`src/smem_cfg.svh`:
```
`ifndef SMEM_CFG_SVH
`define SMEM_CFG_SVH

// ------------------------------------------------------------
// engine limits
// ------------------------------------------------------------
`define SMEM_CL          512 // load and result line width
`define SMEM_READ_NUM_W  6
`define SMEM_MAX_READ    64  // reads per batch
`define SMEM_QUERY_MAX   64  // bases per query

// index side
`define SMEM_CNT_W       32
`define SMEM_INFLIGHT    4   // outstanding memory requests

`endif

```
`src/smem_ctrl_pkg.sv`:
```
`default_nettype none
`include "smem_cfg.svh"

package smem_ctrl_pkg;

	typedef logic [`SMEM_READ_NUM_W-1:0] read_num_t;
	typedef logic [6:0] qpos_t; // 0 to 64

	// per-read progress in the queue
	typedef enum logic [1:0] {
		IDLE,  // not part of this batch
		READY, // may issue
		WAIT,  // request outstanding
		DONE
	} slot_state_t;

	typedef enum logic [1:0] {
		LOAD_PARAM,
		LOAD_READS,
		LOADED
	} load_state_t;

endpackage

`default_nettype wire

```
`src/result_out.sv`:
```
`default_nettype none
`include "smem_cfg.svh"

module result_out (
	input  wire                           clk_32ui_i,
	input  wire                           arst_n_i,
	input  wire [6:0]                     batch_size_i,
	input  wire                           ret_valid_i,
	input  wire smem_ctrl_pkg::qpos_t     ret_i,
	input  wire smem_ctrl_pkg::read_num_t ret_read_num_i,
	output logic                          batch_done_o,
	output logic                          output_request_o,
	input  wire                           output_permit_i,
	output logic [`SMEM_CL-1:0]           output_data_o,
	output logic                          output_valid_o,
	output logic                          output_finish_o
);

	smem_ctrl_pkg::qpos_t res_mem [`SMEM_MAX_READ]; // match length per read
	logic [`SMEM_CL-1:0]  line_next;
	logic [`SMEM_CL-1:0]  line_q;
	logic [6:0]           ret_cnt_q;
	logic                 req_q;
	logic                 fin_q;
	logic                 grant;

	assign grant = req_q && output_permit_i;

	// one byte per read, unused reads read as zero
	always_comb begin
		for (int i = 0; i < `SMEM_MAX_READ; i++)
			line_next[8*i +: 8] = (i < batch_size_i) ? {1'b0, res_mem[i]} : 8'd0;
	end

	// ------------------------------------------------------------
	// retirement count and request/permit
	// ------------------------------------------------------------
	always_ff @(posedge clk_32ui_i or negedge arst_n_i) begin
		if (!arst_n_i) begin
			req_q     <= 1'b0;
			fin_q     <= 1'b0;
			ret_cnt_q <= '0;
		end else begin
			fin_q <= grant; // single-cycle pulse
			if (grant) begin
				req_q     <= 1'b0;
				ret_cnt_q <= '0;
			end else if (ret_valid_i) begin
				if (ret_cnt_q == batch_size_i - 7'd1)
					req_q <= 1'b1; // last read of the batch
				ret_cnt_q <= ret_cnt_q + 7'd1;
			end
		end
	end

	always_ff @(posedge clk_32ui_i) begin
		if (ret_valid_i)
			res_mem[ret_read_num_i] <= ret_i;
		if (grant)
			line_q <= line_next;
	end

	assign output_request_o = req_q;
	assign output_data_o    = line_q;
	assign output_valid_o   = fin_q;
	assign output_finish_o  = fin_q;
	assign batch_done_o     = fin_q;

endmodule

`default_nettype wire

```
`config.mk`:
```
export PLATFORM = sky130hd
export DESIGN_NAME = result_out
export DESIGN_NICKNAME = d
export VERILOG_FILES = /design/src/smem_ctrl_pkg.sv /design/src/result_out.sv
export VERILOG_INCLUDE_DIRS = /design/src
export SDC_FILE = /design/constraint.sdc
export NUM_CORES = 1
export LEC_CHECK = 0
export BUFFER_PORTS_ARGS = -buffer_cell sky130_fd_sc_hd__buf_4
export CELL_PAD_IN_SITES_DETAIL_PLACEMENT = 1
export CELL_PAD_IN_SITES_GLOBAL_PLACEMENT = 1
export CORE_UTILIZATION = 51
export CTS_CLUSTER_SIZE = 24
export DETAILED_ROUTE_END_ITERATION = 7
export GPL_TIMING_DRIVEN = 0
export PLACE_DENSITY = 0.95
export SYNTH_ARGS = -nofsm -noshare
export SYNTH_HDL_FRONTEND = slang
export SYNTH_SLANG_ARGS = --single-unit
```
`constraint.sdc`:
```
create_clock -name clk_32ui_i -period 32.8 [get_ports clk_32ui_i]
set_clock_uncertainty 0.2 [all_clocks]
set_input_delay 3.28 -clock clk_32ui_i [delete_from_list [all_inputs] [get_ports clk_32ui_i]]
set_output_delay 3.28 -clock clk_32ui_i [all_outputs]
set_load 0.02 [all_outputs]
```
==> impl_metrics.env <==
export IMPL_status="completed"
export IMPL_seq_area_frac_synth_pct=84.86
export IMPL_wl_um=95210
export IMPL_crit_required_ns=32.86
export IMPL_cts_tree="built"
export IMPL_post_cts_setup_buffers=0
export IMPL_via_per_inst=5.319
export IMPL_first_global_vias=18868
export IMPL_gr_total_overflow=0
export IMPL_worst_ep_arrival_time_ns=5.57
export IMPL_vias=17254
export IMPL_hold_start="res_mem[14][6]"
export IMPL_ioPinCount=540
export IMPL_whs_endpoint="output_data_o[118]"
export IMPL_holdPathStages=1
export IMPL_synth_main_ff_cell="edfxtp_1"
export IMPL_cp_slowest_cell="nor2_1"
export IMPL_cts_num_sinks=905
export IMPL_slew_headroom_pct=17.25
export IMPL_setup_viol=0
export IMPL_min_path_type="reg -> reg"
export IMPL_antenna_found_initial=7
export IMPL_clock_latency_ns=0.64
export IMPL_synth_area_um2=31970
export IMPL_clkSlewWorstSetupHoldPaths_ns=0.06
export IMPL_yosysWarnings=0
export IMPL_io_buffers=467
export IMPL_reg2reg_slack_ns=30.12
export IMPL_post_route_period_util_pct=16.81
export IMPL_reg2reg_to="output_data_o[283]"
export IMPL_row_count=91
export IMPL_max_freq_mhz=181.4
export IMPL_final_hold_viol_count=0
export IMPL_drive_above_1_share_pct=29.36
export IMPL_syn_inst=1700
export IMPL_p_per_area_nw_per_um2=60.59
export IMPL_cp_cell_sequence="clkbuf_1 > nor2b_1 > nand3_1 > nor2_1"
export IMPL_start_util_pct=51.72
export IMPL_path_max_fanout=10
export IMPL_end_kind="register"
export IMPL_cts_resized=0
export IMPL_fill_cells=5480
export IMPL_cts_buffer_depth=3
export IMPL_grt_first_pass_wirelength_um=133000
export IMPL_root_buffer="clkbuf_16"
export IMPL_yosysTopAreaCellShare_pct=84.15
export IMPL_syn_area_per_cell_um2=18.81
export IMPL_synth_top_area_cell="edfxtp_1"
export IMPL_cts_buffers=89
export IMPL_fin_hold_ws_ns=0.3142
export IMPL_layout_min_cycle_time_ns=5.513
export IMPL_ctsHoldBuffers=0
export IMPL_synth_async_reset_ratio_pct=0.9945
export IMPL_synth_edf_count=896
export IMPL_start_kind="primary input"
export IMPL_drv_slew=0
export IMPL_grt_max_degree=83
export IMPL_ys_ff_latch=905
export IMPL_max_stage_delay_ns=0.77
export IMPL_die_area_um2=63700
export IMPL_tns_ns=0
export IMPL_drv_cap=0
export IMPL_track_usage_pct=29.91
export IMPL_dr_pass1_iters=5
export IMPL_tightest_slew_ns=1.228
export IMPL_finalNetCount=2354
export IMPL_cts_htree_levels=3
export IMPL_rsz0062_at_grt="no"
export IMPL_drt_iter0_drc=1303
export IMPL_r2r_start="output_request_o"
export IMPL_wire_per_inst_um=29.35
export IMPL_r2r_worst_path_cells=4
export IMPL_synth_area_leaders="edfxtp_1 (84%), and2_1 (5.4%), nor2b_1 (3.3%)"
export IMPL_core_um2=61830
export IMPL_critical_path_class="in -> reg"
export IMPL_gp_congestion=0.8333
export IMPL_dp_final_hpwl_um=63700
export IMPL_ys_types=52
export IMPL_die_w_um=252.4
export IMPL_die_h_um=252.4
export IMPL_p_leak_nw=14.13
export IMPL_syn2layout_area_growth_pct=24.60
export IMPL_drc=0
export IMPL_ant_nets=0
export IMPL_ir_drop_uv=48.76
[layout by cell type (no fill, tap or decap), types with 7 or more instances in the layout]
master     instances
edfxtp_1         896
buf_4            538
and2_1           274
nor2b_1          168
clkbuf_16         89
nor2_1            72
conb_1            64
clkbuf_1          36
nand2_1           27
a21oi_1           27
clkinv_2          18
o21ai_0           17
clkinv_1          12
and2b_1           11
buf_2              9
nor3_1             9
nand3_1            9
dfrtp_1            9
bufinv_16          9
inv_1              7
[worst max-delay path: cells and delay by family]
kind	cells	cell delay, ns
buf+inv	1	0.47
simple gates	3	1.80
[worst max path at each step]
stage,start,endpoint
2_1_floorplan,output_permit_i,batch_done_o
4_1_cts,batch_size_i[0],output_data_o[100]
3_5_place_dp,batch_size_i[0],output_data_o[100]
3_3_place_gp,output_permit_i,batch_done_o
5_1_grt,batch_size_i[0],output_data_o[96]
6_report,ret_read_num_i[2],res_mem[13][0]
[power by group]
| part | leakage, nW | internal [mW] | switching [mW] | total (mW) |
|---|---|---|---|---|
| Combinational | 4.50 | 0.0317 | 0.0759 | 0.108 |
| Sequential | 8.20 | 1.28 | 0.0104 | 1.29 |
| Clock | 1.43 | 0.587 | 0.427 | 1.01 |
[Yosys cell counts, drive strengths merged, types with 4 or more instances]
library cell / instances
nand2: 27
and2b: 11
nand2b: 5
xor2: 6
a21oi: 34
and2: 274
xnor2: 6
dfrtp: 9
buf: 82
o21ai: 19
nor2: 74
inv: 7
a21o: 4
nand4: 4
edfxtp: 896
clkbuf: 15
or3: 5
nor2b: 168
nand3: 9
nor3: 12
[cell type report]
type                    instances  area [um^2]  area share, %
clock inverters                46        493.0          1.237
repair buffers                473         3671          9.215
well taps                     837         1047          2.629
multi-input cells             754         4393          11.03
inverters                       7        26.28        0.06595
plain buffers                  97        663.1          1.665
diodes                          6        15.01        0.03769
flip-flops and latches        905        27130          68.10
clock buffers                 119         2400          6.024
[flip-flops by register name (all words and copies together) (netlist names)]
signal / cells
output_data_o: 448
res_mem: 448
ret_cnt_q: 7
batch_done_o: 1
output_request_o: 1
[per-layer routing]
layer  routed length [um]  part of all wire, %  GRT usage, %
met2                51050                   54         54.67
met1                34430                   36         33.62
met3                 6269                  6.6         6.828
met4                 3432                  3.6         11.97
met5                   32                0.034             0
[cell families after synthesis]
family | share of synthesized area (%)
flops | 84.86
simple gates | 11.07
buf+inv | 2.144
compound gates | 1.436
xor+xnor | 0.3287
fa+ha+maj | 0.1174
other cells | 0.01173
mux | 0.03131
[per-stage QoR]
stage	setup slack, ns	power [mW]	util (%)	cells	cell area [um^2]
CTS	27.31	2.423	64.41	3238	39820
finish	27.29	2.414	64.44	3244	39840
global route	27.25	2.462	64.43	3242	39830
detailed placement	26.66	1.421	59.74	3073	36930
floorplan	15.47	1.375	-	1763	32210
global placement	11.21	1.416	59.46	3067	36760
(Power assumes the default switching activity.)
