===== src/smem_cfg.svh =====
`ifndef SMEM_CFG_SVH
`define SMEM_CFG_SVH

// ------------------------------------------------------------
// engine limits
// ------------------------------------------------------------
`define SMEM_CL          512 // load and result line width
`define SMEM_READ_NUM_W  6
`define SMEM_MAX_READ    64  // reads per batch
`define SMEM_QUERY_MAX   64  // bases per query

// index side
`define SMEM_CNT_W       32
`define SMEM_INFLIGHT    4   // outstanding memory requests

`endif


===== src/smem_idx_pkg.sv =====
`default_nettype none
`include "smem_cfg.svh"

package smem_idx_pkg;

	// 2-bit base code, same order as the L2 and occ fields
	typedef enum logic [1:0] {
		BASE_A,
		BASE_C,
		BASE_G,
		BASE_T
	} base_t;

	typedef logic [`SMEM_CNT_W-1:0] cnt_t; // count or interval bound

	// occurrences of each base before one BWT position
	typedef cnt_t [3:0] occ_set_t;

	// cumulative base counts, entry 0 for A
	typedef cnt_t [3:0] l2_table_t;

endpackage

`default_nettype wire


===== src/smem_ctrl_pkg.sv =====
`default_nettype none
`include "smem_cfg.svh"

package smem_ctrl_pkg;

	typedef logic [`SMEM_READ_NUM_W-1:0] read_num_t;
	typedef logic [6:0] qpos_t; // 0 to 64

	// per-read progress in the queue
	typedef enum logic [1:0] {
		IDLE,  // not part of this batch
		READY, // may issue
		WAIT,  // request outstanding
		DONE
	} slot_state_t;

	typedef enum logic [1:0] {
		LOAD_PARAM,
		LOAD_READS,
		LOADED
	} load_state_t;

endpackage

`default_nettype wire


===== src/smem_ext_if.sv =====
`default_nettype none

interface smem_ext_if;

	// step towards the datapath, one per memory response
	logic                     step_valid;
	smem_ctrl_pkg::read_num_t step_read_num;
	smem_ctrl_pkg::qpos_t     step_pos;
	smem_ctrl_pkg::qpos_t     step_len;
	smem_idx_pkg::base_t      step_base;
	smem_idx_pkg::cnt_t       step_occ_k; // count for step_base only
	smem_idx_pkg::cnt_t       step_occ_l;

	// writeback into the read slot
	logic                     wb_valid;
	smem_ctrl_pkg::read_num_t wb_read_num;
	smem_idx_pkg::cnt_t       wb_k;
	smem_idx_pkg::cnt_t       wb_l;
	smem_ctrl_pkg::qpos_t     wb_pos;
	logic                     wb_done;

	modport queue_mp (
		output step_valid, step_read_num, step_pos, step_len, step_base,
		output step_occ_k, step_occ_l,
		input  wb_valid, wb_read_num, wb_k, wb_l, wb_pos, wb_done
	);

	modport dp_mp (
		input  step_valid, step_read_num, step_pos, step_len, step_base,
		input  step_occ_k, step_occ_l,
		output wb_valid, wb_read_num, wb_k, wb_l, wb_pos, wb_done
	);

endinterface

`default_nettype wire


===== src/ext_datapath.sv =====
`default_nettype none

module ext_datapath (
	input  wire                          clk_32ui_i,
	input  wire                          arst_n_i,
	input  wire smem_idx_pkg::l2_table_t l2_i,
	smem_ext_if.dp_mp                    ext,
	output logic                         ret_valid_o,
	output smem_ctrl_pkg::qpos_t         ret_o,
	output smem_ctrl_pkg::read_num_t     ret_read_num_o
);

	smem_idx_pkg::cnt_t   k_next;
	smem_idx_pkg::cnt_t   l_next;
	smem_ctrl_pkg::qpos_t pos_inc;
	logic                 hit;  // interval still non-empty
	logic                 done;

	// ------------------------------------------------------------
	// forward extension by one base
	// ------------------------------------------------------------
	assign k_next  = l2_i[ext.step_base] + ext.step_occ_k;
	assign l_next  = l2_i[ext.step_base] + ext.step_occ_l;
	assign hit     = (k_next < l_next);
	assign pos_inc = ext.step_pos + 7'd1;
	assign done    = !hit || (pos_inc == ext.step_len); // mismatch or end of query

	always_ff @(posedge clk_32ui_i or negedge arst_n_i) begin
		if (!arst_n_i) begin
			ext.wb_valid <= 1'b0;
			ret_valid_o  <= 1'b0;
		end else begin
			ext.wb_valid <= ext.step_valid;
			ret_valid_o  <= ext.step_valid && done;
		end
	end

	always_ff @(posedge clk_32ui_i) begin
		if (ext.step_valid) begin
			ext.wb_read_num <= ext.step_read_num;
			ext.wb_k        <= k_next;
			ext.wb_l        <= l_next;
			ext.wb_pos      <= hit ? pos_inc : ext.step_pos;
			ext.wb_done     <= done;
		end
	end

	// matched length is the written-back position
	assign ret_o          = ext.wb_pos;
	assign ret_read_num_o = ext.wb_read_num;

endmodule

`default_nettype wire


===== src/flat_wrapper.sv =====
// flat-port wrapper written by rule: the top's interface ports become plain ports
module ext_datapath_flat 
  (clk_32ui_i, arst_n_i, l2_i, ret_valid_o, ret_o, ret_read_num_o, ext_step_valid, ext_step_read_num, ext_step_pos, ext_step_len, ext_step_base, ext_step_occ_k, ext_step_occ_l, ext_wb_valid, ext_wb_read_num, ext_wb_k, ext_wb_l, ext_wb_pos, ext_wb_done);
  smem_ext_if ext_i ();
  input  wire clk_32ui_i;
  input  wire arst_n_i;
  input  wire smem_idx_pkg::l2_table_t l2_i;
  output logic ret_valid_o;
  output smem_ctrl_pkg::qpos_t ret_o;
  output smem_ctrl_pkg::read_num_t ret_read_num_o;
  input wire logic [$bits(ext_i.step_valid)-1:0] ext_step_valid;
  input wire logic [$bits(ext_i.step_read_num)-1:0] ext_step_read_num;
  input wire logic [$bits(ext_i.step_pos)-1:0] ext_step_pos;
  input wire logic [$bits(ext_i.step_len)-1:0] ext_step_len;
  input wire logic [$bits(ext_i.step_base)-1:0] ext_step_base;
  input wire logic [$bits(ext_i.step_occ_k)-1:0] ext_step_occ_k;
  input wire logic [$bits(ext_i.step_occ_l)-1:0] ext_step_occ_l;
  output wire logic [$bits(ext_i.wb_valid)-1:0] ext_wb_valid;
  output wire logic [$bits(ext_i.wb_read_num)-1:0] ext_wb_read_num;
  output wire logic [$bits(ext_i.wb_k)-1:0] ext_wb_k;
  output wire logic [$bits(ext_i.wb_l)-1:0] ext_wb_l;
  output wire logic [$bits(ext_i.wb_pos)-1:0] ext_wb_pos;
  output wire logic [$bits(ext_i.wb_done)-1:0] ext_wb_done;
  assign ext_i.step_valid = ext_step_valid;
  assign ext_i.step_read_num = ext_step_read_num;
  assign ext_i.step_pos = ext_step_pos;
  assign ext_i.step_len = ext_step_len;
  assign ext_i.step_base = ext_step_base;
  assign ext_i.step_occ_k = ext_step_occ_k;
  assign ext_i.step_occ_l = ext_step_occ_l;
  assign ext_wb_valid = ext_i.wb_valid;
  assign ext_wb_read_num = ext_i.wb_read_num;
  assign ext_wb_k = ext_i.wb_k;
  assign ext_wb_l = ext_i.wb_l;
  assign ext_wb_pos = ext_i.wb_pos;
  assign ext_wb_done = ext_i.wb_done;
  ext_datapath u_core (.clk_32ui_i(clk_32ui_i), .arst_n_i(arst_n_i), .l2_i(l2_i), .ext(ext_i), .ret_valid_o(ret_valid_o), .ret_o(ret_o), .ret_read_num_o(ret_read_num_o));
endmodule

===== config.mk =====
export PLATFORM = sky130hd
export DESIGN_NAME = ext_datapath_flat
export DESIGN_NICKNAME = d
export VERILOG_FILES = /design/src/smem_idx_pkg.sv /design/src/smem_ctrl_pkg.sv /design/src/smem_ext_if.sv /design/src/ext_datapath.sv /design/src/flat_wrapper.sv
export VERILOG_INCLUDE_DIRS = /design/src
export SDC_FILE = /design/constraint.sdc
export NUM_CORES = 1
export LEC_CHECK = 0
export BUFFER_PORTS_ARGS = -buffer_cell sky130_fd_sc_hd__buf_2
export CAP_MARGIN = 20
export CORE_UTILIZATION = 30
export CTS_CLUSTER_SIZE = 8
export DETAILED_ROUTE_END_ITERATION = 7
export GPL_ROUTABILITY_DRIVEN = 0
export GPL_TIMING_DRIVEN = 0
export HOLD_SLACK_MARGIN = 0.02
export PLACE_DENSITY_LB_ADDON = 0.1
export RECOVER_POWER = 50
export SETUP_SLACK_MARGIN = 0.02
export SLEW_MARGIN = 30
export SYNTH_ARGS = -nofsm -noshare
export SYNTH_HDL_FRONTEND = slang
export SYNTH_SLANG_ARGS = --single-unit

===== constraint.sdc =====
create_clock -name clk_32ui_i -period 1 [get_ports clk_32ui_i]
set_clock_uncertainty 0.2 [all_clocks]
set_input_delay 0.3 -clock clk_32ui_i [delete_from_list [all_inputs] [get_ports clk_32ui_i]]
set_output_delay 0.3 -clock clk_32ui_i [all_outputs]
set_load 0.02 [all_outputs]

==> out/summary.txt, run 1 <==
Status - complete, but fails checks
Failing checks - hold timing, setup timing
Max-cap viol count - 0
CP endpoint kind - flop
Final hold viol count - 6
Total global-route track usage - 20.43%
Ports - 310
1st-iter DRT viols - 273
CP cell instances - clkbuf_16 -> buf_12 -> mux4_2 -> ha_4 -> fa_2 -> a21oi_4 -> o22ai_4 -> o311ai_4 -> o211a_1 -> a41o_1 -> o21a_1 -> xor2_2 -> ha_1 -> nand4_1 -> nor4_4 -> a221oi_2 -> o21a_2 -> nor2b_4 -> mux2_4
Most common cell in the synthesized netlist - ha_1
Final WS setup - -3796 ps
CP startpoint kind - input pin
CTS tree - built
Asr flop ratio synth - 2.500%
Worst hold margin - -84.44 ps
Initial Util - 30.94%
Synth top area share - 29.72%
Placed cell area - 10400 um2
# DRC - 0
Largest net degree at the start of global routing - 65
Filler cells - 2303
Average wire per cell in the routed design - 18.63 um
Most used DFF post-synth - edfxtp_1
Synth Warn # - 0
Cell Area, Synth - 7881 um2
Global-route wire length before repair - 41280 um
CTS Root Cell - clkbuf_16
Crit path required time - 900 ps
Worst Hold Class - in -> reg
Average via count per standard cell - 5.111
Post-synth EDFFs - 78
Syn Nets - 1093
Critical path type - in -> reg
Tightest Pin Transition - 686.4 ps
Remaining Overflow, GRT - 0
Yosys top cell by area - edfxtp_1
Clk slew on worst S/H paths - 70 ps
Die height - 164.1 um
Nets - 1486
Clock Path Buffers - 2
Setup TNS Final - -192550 ps
CP peak stage delay - 550 ps
Final Setup Violations - 228
Post-route cell area - 13190 um2
Vias - 7718
VDD IR max - 0.001310 V
Top cells by count, synth - ha_1, edfxtp_1, a21oi_1
Hold-fix buffers, CTS - 1
Area contributors post-synth - edfxtp_1, ha_1, mux4_2, xnor2_1, xor2_1
Layout cells sized above 1 - 57.72%
Critical path arrival - 4700 ps
Total clock sinks - 80
Minimum clock period after layout - 4796 ps
Core Area - 25470 um2
CP max FO - 4
Pwr dens - 1695 nW/um2
Drt total wl - 28130 um
Pre-Repair DR Iteration Count - 4
Post-DRT Antenna Nets - 0
Unrepaired setup endpoints after global routing - yes
Slowest-stage cell, CP - mux4_2
Post-Route Utilization - 51.79%
CTS Buf Count - 9
Layout area overhead - 67.38%
Rows - 58
Max-slew headroom - 54.12%
Sequential share of the synthesized area - 30.35%
Die Span X - 164.1 um
Synth cell types - 69
Final HPWL DP - 22100 um
Final period util - 479.6%
Die area - 26920 um2
Fmax - 208.5 MHz
Initial antenna violation count - 4
Port buffer count - 308
Vias in the first global route - 7535
Syn Area/Cell - 10.10 um2
H-tree levels - 3
Count of state elements after synthesis - 80
Leakage Power - 0.005556 uW
Mapped Cells - 780
Pins Over Slew Limit - 0
==> cell usage in the layout (no fill, tap or decap), types with 6 or more instances in the layout <==
cell       Yosys  final
xor2_1        42     25
a21oi_4        0     11
nand2_2        0     10
o21ai_2        0     11
o21a_1         9      8
a21oi_1       70     45
xnor2_1       42     25
buf_2          9    230
and3_1         9      6
ha_1          94     50
nand2b_1       6      6
nor3_1         8      8
inv_1         32     30
buf_6          0    109
mux4_2        32     32
buf_4         14     60
o21ai_1       13      9
a211oi_2       3      7
o211ai_1       7      7
clkbuf_16      0     11
nand3_1       20     17
nand2_1       61     46
o21ai_0       33     23
nand4_1       15     15
xor2_2         0     16
edfxtp_1      78     78
xnor2_2        0     12
nor2_1        42     32
a21o_1        30     30
ha_4           0     39
a21oi_2        4     18
==> state kept, by name, summed over array words and instances, names as in the netlist <==
name / flops
u_core.ext.wb_l: 32
u_core.ret_valid_o: 1
u_core.ext.wb_done: 1
u_core.ext.wb_pos: 7
u_core.ext.wb_k: 32
u_core.ext.wb_read_num: 6
u_core.ext.wb_valid: 1
==> critical path: cells and delay by family <==
family                   cells  cell delay, ps
buffers and inverters        2             240
AND/OR/NAND/NOR              3             730
multiplexers                 2             850
XOR/XNOR                     1              90
adder cells (fa/ha/maj)      3             870
AO/OA/AOI/OAI                8            1610
==> layout make-up <==
class | instances | area [um2] | area share (%)
multi-input combinational | 631 | 6828 | 51.76
timing repair buffer | 385 | 2713 | 20.56
sequential | 80 | 2392 | 18.14
tap | 330 | 412.9 | 3.130
buffer | 34 | 384.1 | 2.912
clock buffer | 9 | 225.2 | 1.707
inverter | 32 | 122.6 | 0.9295
clock inverter | 7 | 108.9 | 0.8252
antenna | 2 | 5.005 | 0.03794
==> per-stage QoR <==
stage               worst slack (ps)  power (uW)  instances
floorplan                      -3692       11810        780
global placement               -4858       14790       1418
detailed placement             -4849       14830       1419
CTS                            -3790       20690       1480
global route                   -3932       23700       1509
finish                         -3796       22360       1510
==> cells by family (layout without fill, tap and decap cells) <==
group / Yosys count / in the layout / synth area share [%]
AO/OA/AOI/OAI: 234 / 234 / 20.13
XOR/XNOR: 84 / 84 / 9.335
adder cells (fa/ha/maj): 96 / 96 / 15.43
buffers and inverters: 69 / 467 / 4.223
flip-flops: 80 / 80 / 30.35
multiplexers: 33 / 33 / 9.287
other: 0 / 2 / 0
AND/OR/NAND/NOR: 184 / 184 / 11.24
==> where the power goes <==
group          switching [uW]  internal (uW)
clock                    1660           2250
sequential                340           4690
combinational            6970           6450
total                    8970          13400
==> final timing paths <==
kind	slack, ps	startpoint	cells past startpoint	end
max	-3800	ext_step_base[0]	19	u_core.ext.wb_pos[1]
min	-80	ext_step_read_num[5]	1	u_core.ext.wb_read_num[5]
max in group asynchronous	410	arst_n_i	2	u_core.ret_valid_o
min in group asynchronous	60	arst_n_i	2	u_core.ext.wb_valid
==> layer usage <==
metal	share of wire, %	GRT usage, %	vias up	routed length (um)
met3	5.5	3.965	40	1537
met4	1.8	5.303	2	519
met1	46	27.04	3683	12860
li1	-	-	3754	-
met5	0.046	0	-	13
met2	47	33.91	239	13190
==> timing repair <==
item | CTS | global route
setup endpoints to repair | 228 | 228
pin swaps | 49 | 46
setup buffers | 46 | 27
cloned | 0 | 2
gates resized for setup | 187 | 216
endpoints found under the hold margin | 8 | 6
No activity file was read; power rests on OpenSTA's default activity.
==> inputs of run 2 (changes only) <==
--- a/config.mk
+++ b/config.mk
@@ -12,7 +12,7 @@
 export CTS_CLUSTER_SIZE = 8
 export DETAILED_ROUTE_END_ITERATION = 7
 export GPL_ROUTABILITY_DRIVEN = 0
-export GPL_TIMING_DRIVEN = 0
+export GPL_TIMING_DRIVEN = 1
 export HOLD_SLACK_MARGIN = 0.02
 export PLACE_DENSITY_LB_ADDON = 0.1
 export RECOVER_POWER = 50
==> run 2 against run 1 <==
The run still ends with hold timing, setup timing left. Core utilization rose by 8.4 points. Combinational power rose by 22%. Clock power fell by 4%. Sequential share of layout area fell by 2.5 points. Via count rose by 12%. Die area did not move. Global-route usage rose by 2.4 points. Count of clock-buffer cells in the layout did not move. Worst setup slack improved by 190 ps. Cell count rose by 15%. Power rose by 12%. Highest routed layer unchanged.
==> out/summary.txt, run 2 (synthesis results as in run 1) <==
Clock network fraction of total power - 14.9%
Die Span X - 164.1 um
Rows - 58
Slowest-stage cell, CP - mux4_2
Initial Util - 30.94%
Layout area overhead - 94.40%
Largest net degree at the start of global routing - 36
Average wire per cell in the routed design - 17.79 um
Worst Hold Class - in -> reg
Worst hold margin - -73.95 ps
Cell mode on critical path - buf_12
Crit path from - ext_step_base[0]
Initial antenna violation count - 1
Post-Route Utilization - 60.15%
Switching Share - 38.68%
Tightest Pin Transition - 604.4 ps
Commonest non-fill, non-tap cell in the layout - buf_4
Stages on worst setup path - 19
Comb power frac - 64.9%
Crit path required time - 890 ps
Fmax - 217.3 MHz
Final hold viol count - 6
Core Area - 25470 um2
Layout cells sized above 1 - 67.99%
Crit path to - u_core.ext.wb_pos[1]
Nets - 1714
CP startpoint kind - input pin
Leakage Power - 0.006790 uW
Internal - 15410 uW
Final WS setup - -3601 ps
Pwr dens - 1640 nW/um2
Reg power frac - 20.2%
Remaining Overflow, GRT - 0
Pins Over Slew Limit - 0
H-tree levels - 3
Critical path type - in -> reg
Post-DRT Antenna Nets - 0
Filler cells - 2157
Vias - 8646
Failing checks - hold timing, setup timing
Unrepaired setup endpoints after global routing - yes
Die height - 164.1 um
Port buffer count - 309
Total global-route track usage - 22.85%
Total clock sinks - 80
CTS tree - built
CP cell instances - buf_12 -> buf_12 -> mux4_2 -> ha_4 -> fa_2 -> a21oi_4 -> o22ai_4 -> o311ai_4 -> o211a_4 -> a41o_1 -> o21a_1 -> xor2_1 -> ha_1 -> nand4_1 -> nor4_4 -> a221oi_2 -> o21a_2 -> nor2b_4 -> mux2_4
Antenna cell count - 0
CP peak stage delay - 560 ps
Clk slew on worst S/H paths - 60 ps
Minimum clock period after layout - 4601 ps
Final period util - 460.1%
Most frequent cells in the layout - buf_4, buf_2, buf_6
CTS Root Cell - clkbuf_16
Critical path arrival - 4490 ps
Average via count per standard cell - 4.980
CP bufs+invs - 2
Final Setup Violations - 207
Die area - 26920 um2
Max-slew headroom - 59.28%
VDD IR max - 0.001273 V
Clock Path Buffers - 2
Ports - 310
CP endpoint kind - flop
Final HPWL DP - 24710 um
1st-iter DRT viols - 481
Hold-fix buffers, CTS - 1
Max-cap viol count - 0
# DRC - 0
Pre-Repair DR Iteration Count - 4
Psw - 9716 uW
CTS Buf Count - 9
Global-route wire length before repair - 46340 um
Cell family with most CP delay - compound AO/OA/AOI/OAI gates
Drt total wl - 30890 um
Status - complete, but fails checks
Vias in the first global route - 8739
CP max FO - 7
Largest regs - u_core.ext.wb_k x32, u_core.ext.wb_l x32, u_core.ext.wb_pos x7
run 2: cell count changes in the layout (fill, tap and decap cells not counted), sizes merged:
cell,change
inv,-3
buf,+235
clkbuf,-7
clkinv,+3
diode,-2
run 2: layer usage:
metal  routed length, um  vias to the layer above  GRT usage [%]
li1                    -                     4208              -
met1               13570                     4119          29.83
met2               15100                      280          38.82
met3                1626                       37          3.460
met4                 587                        2          6.608
met5                  10                        -              0
run 2: power by group through the flow:
stage                     Combinational (uW)  Clock (uW)  Sequential, uW
final                                  16300        3740            5080
after global routing                   17500        3970            5140
after CTS                              14800        3850            5000
after detailed placement               12300           0            4990
after global placement                 12300           0            5000
after floorplan                         5920           0            5880
run 2: worst min path at each step:
stage	start	endpoint	slack, ps	cells after the start
final	ext_step_read_num[3]	u_core.ext.wb_read_num[3]	-70	1
after global routing	ext_step_read_num[0]	u_core.ext.wb_read_num[0]	-90	1
after CTS	ext_step_read_num[3]	u_core.ext.wb_read_num[3]	-90	1
after detailed placement	arst_n_i	u_core.ext.wb_valid	-110	1
after global placement	arst_n_i	u_core.ext.wb_valid	-110	1
after floorplan	arst_n_i	u_core.ext.wb_valid	-200	0
run 2: final cells by class:
type	instances	area [um2]	area share, %
sequential	80	2392	15.61
tap	330	412.9	2.695
inverter	32	120.1	0.7840
clock buffer	9	225.2	1.470
multi-input combinational	631	7236	47.23
clock inverter	7	95.09	0.6207
timing repair buffer	647	4840	31.59
run 2: timing repair:
| action | in CTS | in global routing |
|---|---|---|
| hold endpoints to repair | 8 | 6 |
| setup buffers | 48 | 30 |
| endpoints found under the setup margin | 166 | 166 |
| pin swaps | 76 | 97 |
| gates resized for setup | 289 | 218 |
| gates cloned | 1 | 0 |
run 2: stage by stage:
step	setup TNS (ps)	cells	cell area (um2)	setup slack, ps	total power (uW)
after CTS	-186420	1728	14420	-3658	23650
after detailed placement	-200950	1673	12270	-4255	17320
after global placement	-200590	1673	12270	-4248	17250
after floorplan	-149940	780	8407	-3692	11810
after global routing	-196520	1736	15320	-3752	26630
final	-187070	1736	15320	-3601	25120
==> inputs of run 3 (changes only) <==
--- a/config.mk
+++ b/config.mk
@@ -8,7 +8,8 @@
 export LEC_CHECK = 0
 export BUFFER_PORTS_ARGS = -buffer_cell sky130_fd_sc_hd__buf_2
 export CAP_MARGIN = 20
-export CORE_UTILIZATION = 30
+export CORE_MARGIN = 2
+export CORE_UTILIZATION = 51
 export CTS_CLUSTER_SIZE = 8
 export DETAILED_ROUTE_END_ITERATION = 7
 export GPL_ROUTABILITY_DRIVEN = 0
==> constraint.sdc (replaced) <==
create_clock -name clk_32ui_i -period 4.5 [get_ports clk_32ui_i]
set_clock_uncertainty 0.2 [all_clocks]
set_input_delay 1.35 -clock clk_32ui_i [delete_from_list [all_inputs] [get_ports clk_32ui_i]]
set_output_delay 1.35 -clock clk_32ui_i [all_outputs]
set_load 0.02 [all_outputs]
==> run 3 against run 2 <==
The run ends with DRC, capacitance limit, slew limit, setup timing left. Sequential power shrank 79%. Worst setup slack gained 2300 ps. Core utilization grew 24 points. Power shrank 81%. Via count grew 4.4%. Non-clock buffer count shrank 49. Flip-flop and latch count is the same. First-iteration DRC count grew 53%. Cell count shrank 11%. Critical endpoint unchanged. Largest cell class unchanged. Highest routed layer is now met4.
==> out/summary.txt, run 3 (synthesis results as in run 1) <==
GR Layer Usage met3 - 7.513%
Antenna cell count - 0
Pre-Repair DR Iteration Count - 8
Initial antenna violation count - 0
Drt total wl - 30310 um
CP endpoint kind - flop
Unrepaired setup endpoints after global routing - yes
Largest regs - u_core.ext.wb_k x32, u_core.ext.wb_l x32, u_core.ext.wb_pos x7
Status - complete, but fails checks
Largest net degree at the start of global routing - 81
1st-iter DRT viols - 738
Vias in the first global route - 8739
CTS Root Cell - clkbuf_16
Failing checks - DRC, capacitance limit, slew limit, setup timing
Nets - 1665
Crit path required time - 4400 ps
Pwr dens - 383.5 nW/um2
CTS Buf Count - 9
VDD IR max - 0.0002609 V
Critical path type - in -> reg
Layout area overhead - 61.33%
Commonest non-fill, non-tap cell in the layout - buf_4
H-tree levels - 3
Pins Over Slew Limit - 81
Post-DRT Antenna Nets - 0
Max-slew headroom - -39.21%
Critical path arrival - 5700 ps
Layout cells sized above 1 - 53.57%
Final period util - 128.9%
CTS tree - built
Core Area - 15150 um2
Final hold viol count - 0
Global-route wire length before repair - 42940 um
Worst Hold Class - in -> async
Leakage Power - 0.005899 uW
Initial Util - 52.04%
Average via count per standard cell - 5.842
Tightest Pin Transition - 2088 ps
Die Span X - 128.3 um
Final HPWL DP - 22510 um
Total clock sinks - 80
Tot Pwr - 4877 uW
Filler cells - 911
Vias - 9026
Remaining Overflow, GRT - 0
Fmax - 172.4 MHz
# DRC - 2
Die height - 128.3 um
Clk slew on worst S/H paths - 60 ps
Average wire per cell in the routed design - 19.62 um
Die area - 16460 um2
Total global-route track usage - 33.78%
Most frequent cells in the layout - buf_4, buf_2, edfxtp_1
M2 GR Usage - 57.67%
Max-cap viol count - 1
CP startpoint kind - input pin
Clock Path Buffers - 2
Gr busiest metal - met2
CP max FO - 7
Worst hold margin - 570.7 ps
Met1 usage - 40.75%
Final WS setup - -1301 ps
Final Setup Violations - 11
Port buffer count - 309
Hold-fix buffers, CTS - 0
Ports - 310
Minimum clock period after layout - 5801 ps
Rows - 45
==> run 3: worst max-delay path by stage <==
stage                                 from                    to  slack (ps)  depth (start not counted)
after detailed placement  ext_step_base[0]  u_core.ext.wb_pos[1]       -1730                         20
after CTS                 ext_step_base[0]  u_core.ext.wb_pos[1]       -1130                         20
final                     ext_step_base[0]  u_core.ext.wb_pos[1]       -1300                         20
after floorplan           ext_step_base[0]  u_core.ext.wb_pos[1]       -1240                         19
after global routing      ext_step_base[0]  u_core.ext.wb_pos[1]       -1450                         20
after global placement    ext_step_base[0]  u_core.ext.wb_pos[1]       -1620                         20
==> run 3: what timing repair did <==
action / in CTS / in global routing
pin swaps: 21 / 30
buffers inserted: 9 / 13
gates resized for setup: 55 / 55
endpoints found under the setup margin: 10 / 11
cloned: 1 / 0
==> run 3: worst max-delay path, cell delays in order <==
cell and delay [ps]:
buf_12 90, buf_12 130, buf_4 110, mux4_2 550, buf_4 170, ha_1 300, buf_4 180, a21oi_2 200
o21ai_0 160, a31oi_2 260, a41oi_2 210, a311oi_2 380, xor2_1 200, ha_1 270, nor2_1 120, nor2_1 60
a221oi_2 230, o21a_1 210, nor2b_4 200, mux2_4 310
==> run 3: area by class of cell <==
type	instances	area (um2)	area share [%]
repair buffers	598	3766	29.62
multi-input cells	631	5904	46.44
clock buffers	9	225.2	1.771
inverters	32	120.1	0.9447
well taps	188	235.2	1.850
clock inverters	7	71.32	0.5609
flip-flops and latches	80	2392	18.82
==> run 3: metrics by stage <==
step / setup TNS, ps / utilization (%) / cell area, um2 / cells / setup slack (ps)
global route: -12400 / 83.95 / 12710 / 1545 / -1453
CTS: -9074 / 81.55 / 12350 / 1533 / -1132
detailed placement: -18330 / 76.84 / 11640 / 1507 / -1725
global placement: -16400 / 76.84 / 11640 / 1507 / -1623
floorplan: -9234 / - / 8094 / 780 / -1242
finish: -10960 / 83.95 / 12710 / 1545 / -1301
==> run 3: power by group <==
| group | switching, uW | internal [uW] |
|---|---|---|
| clock | 333 | 430 |
| sequential | 47.0 | 1040 |
| combinational | 1570 | 1450 |
==> run 3: layer usage <==
layer | up-vias | routed length (um)
met5 | - | 0
met4 | 0 | 1313
met3 | 124 | 2741
met2 | 584 | 14610
met1 | 4189 | 11650
li1 | 4129 | -
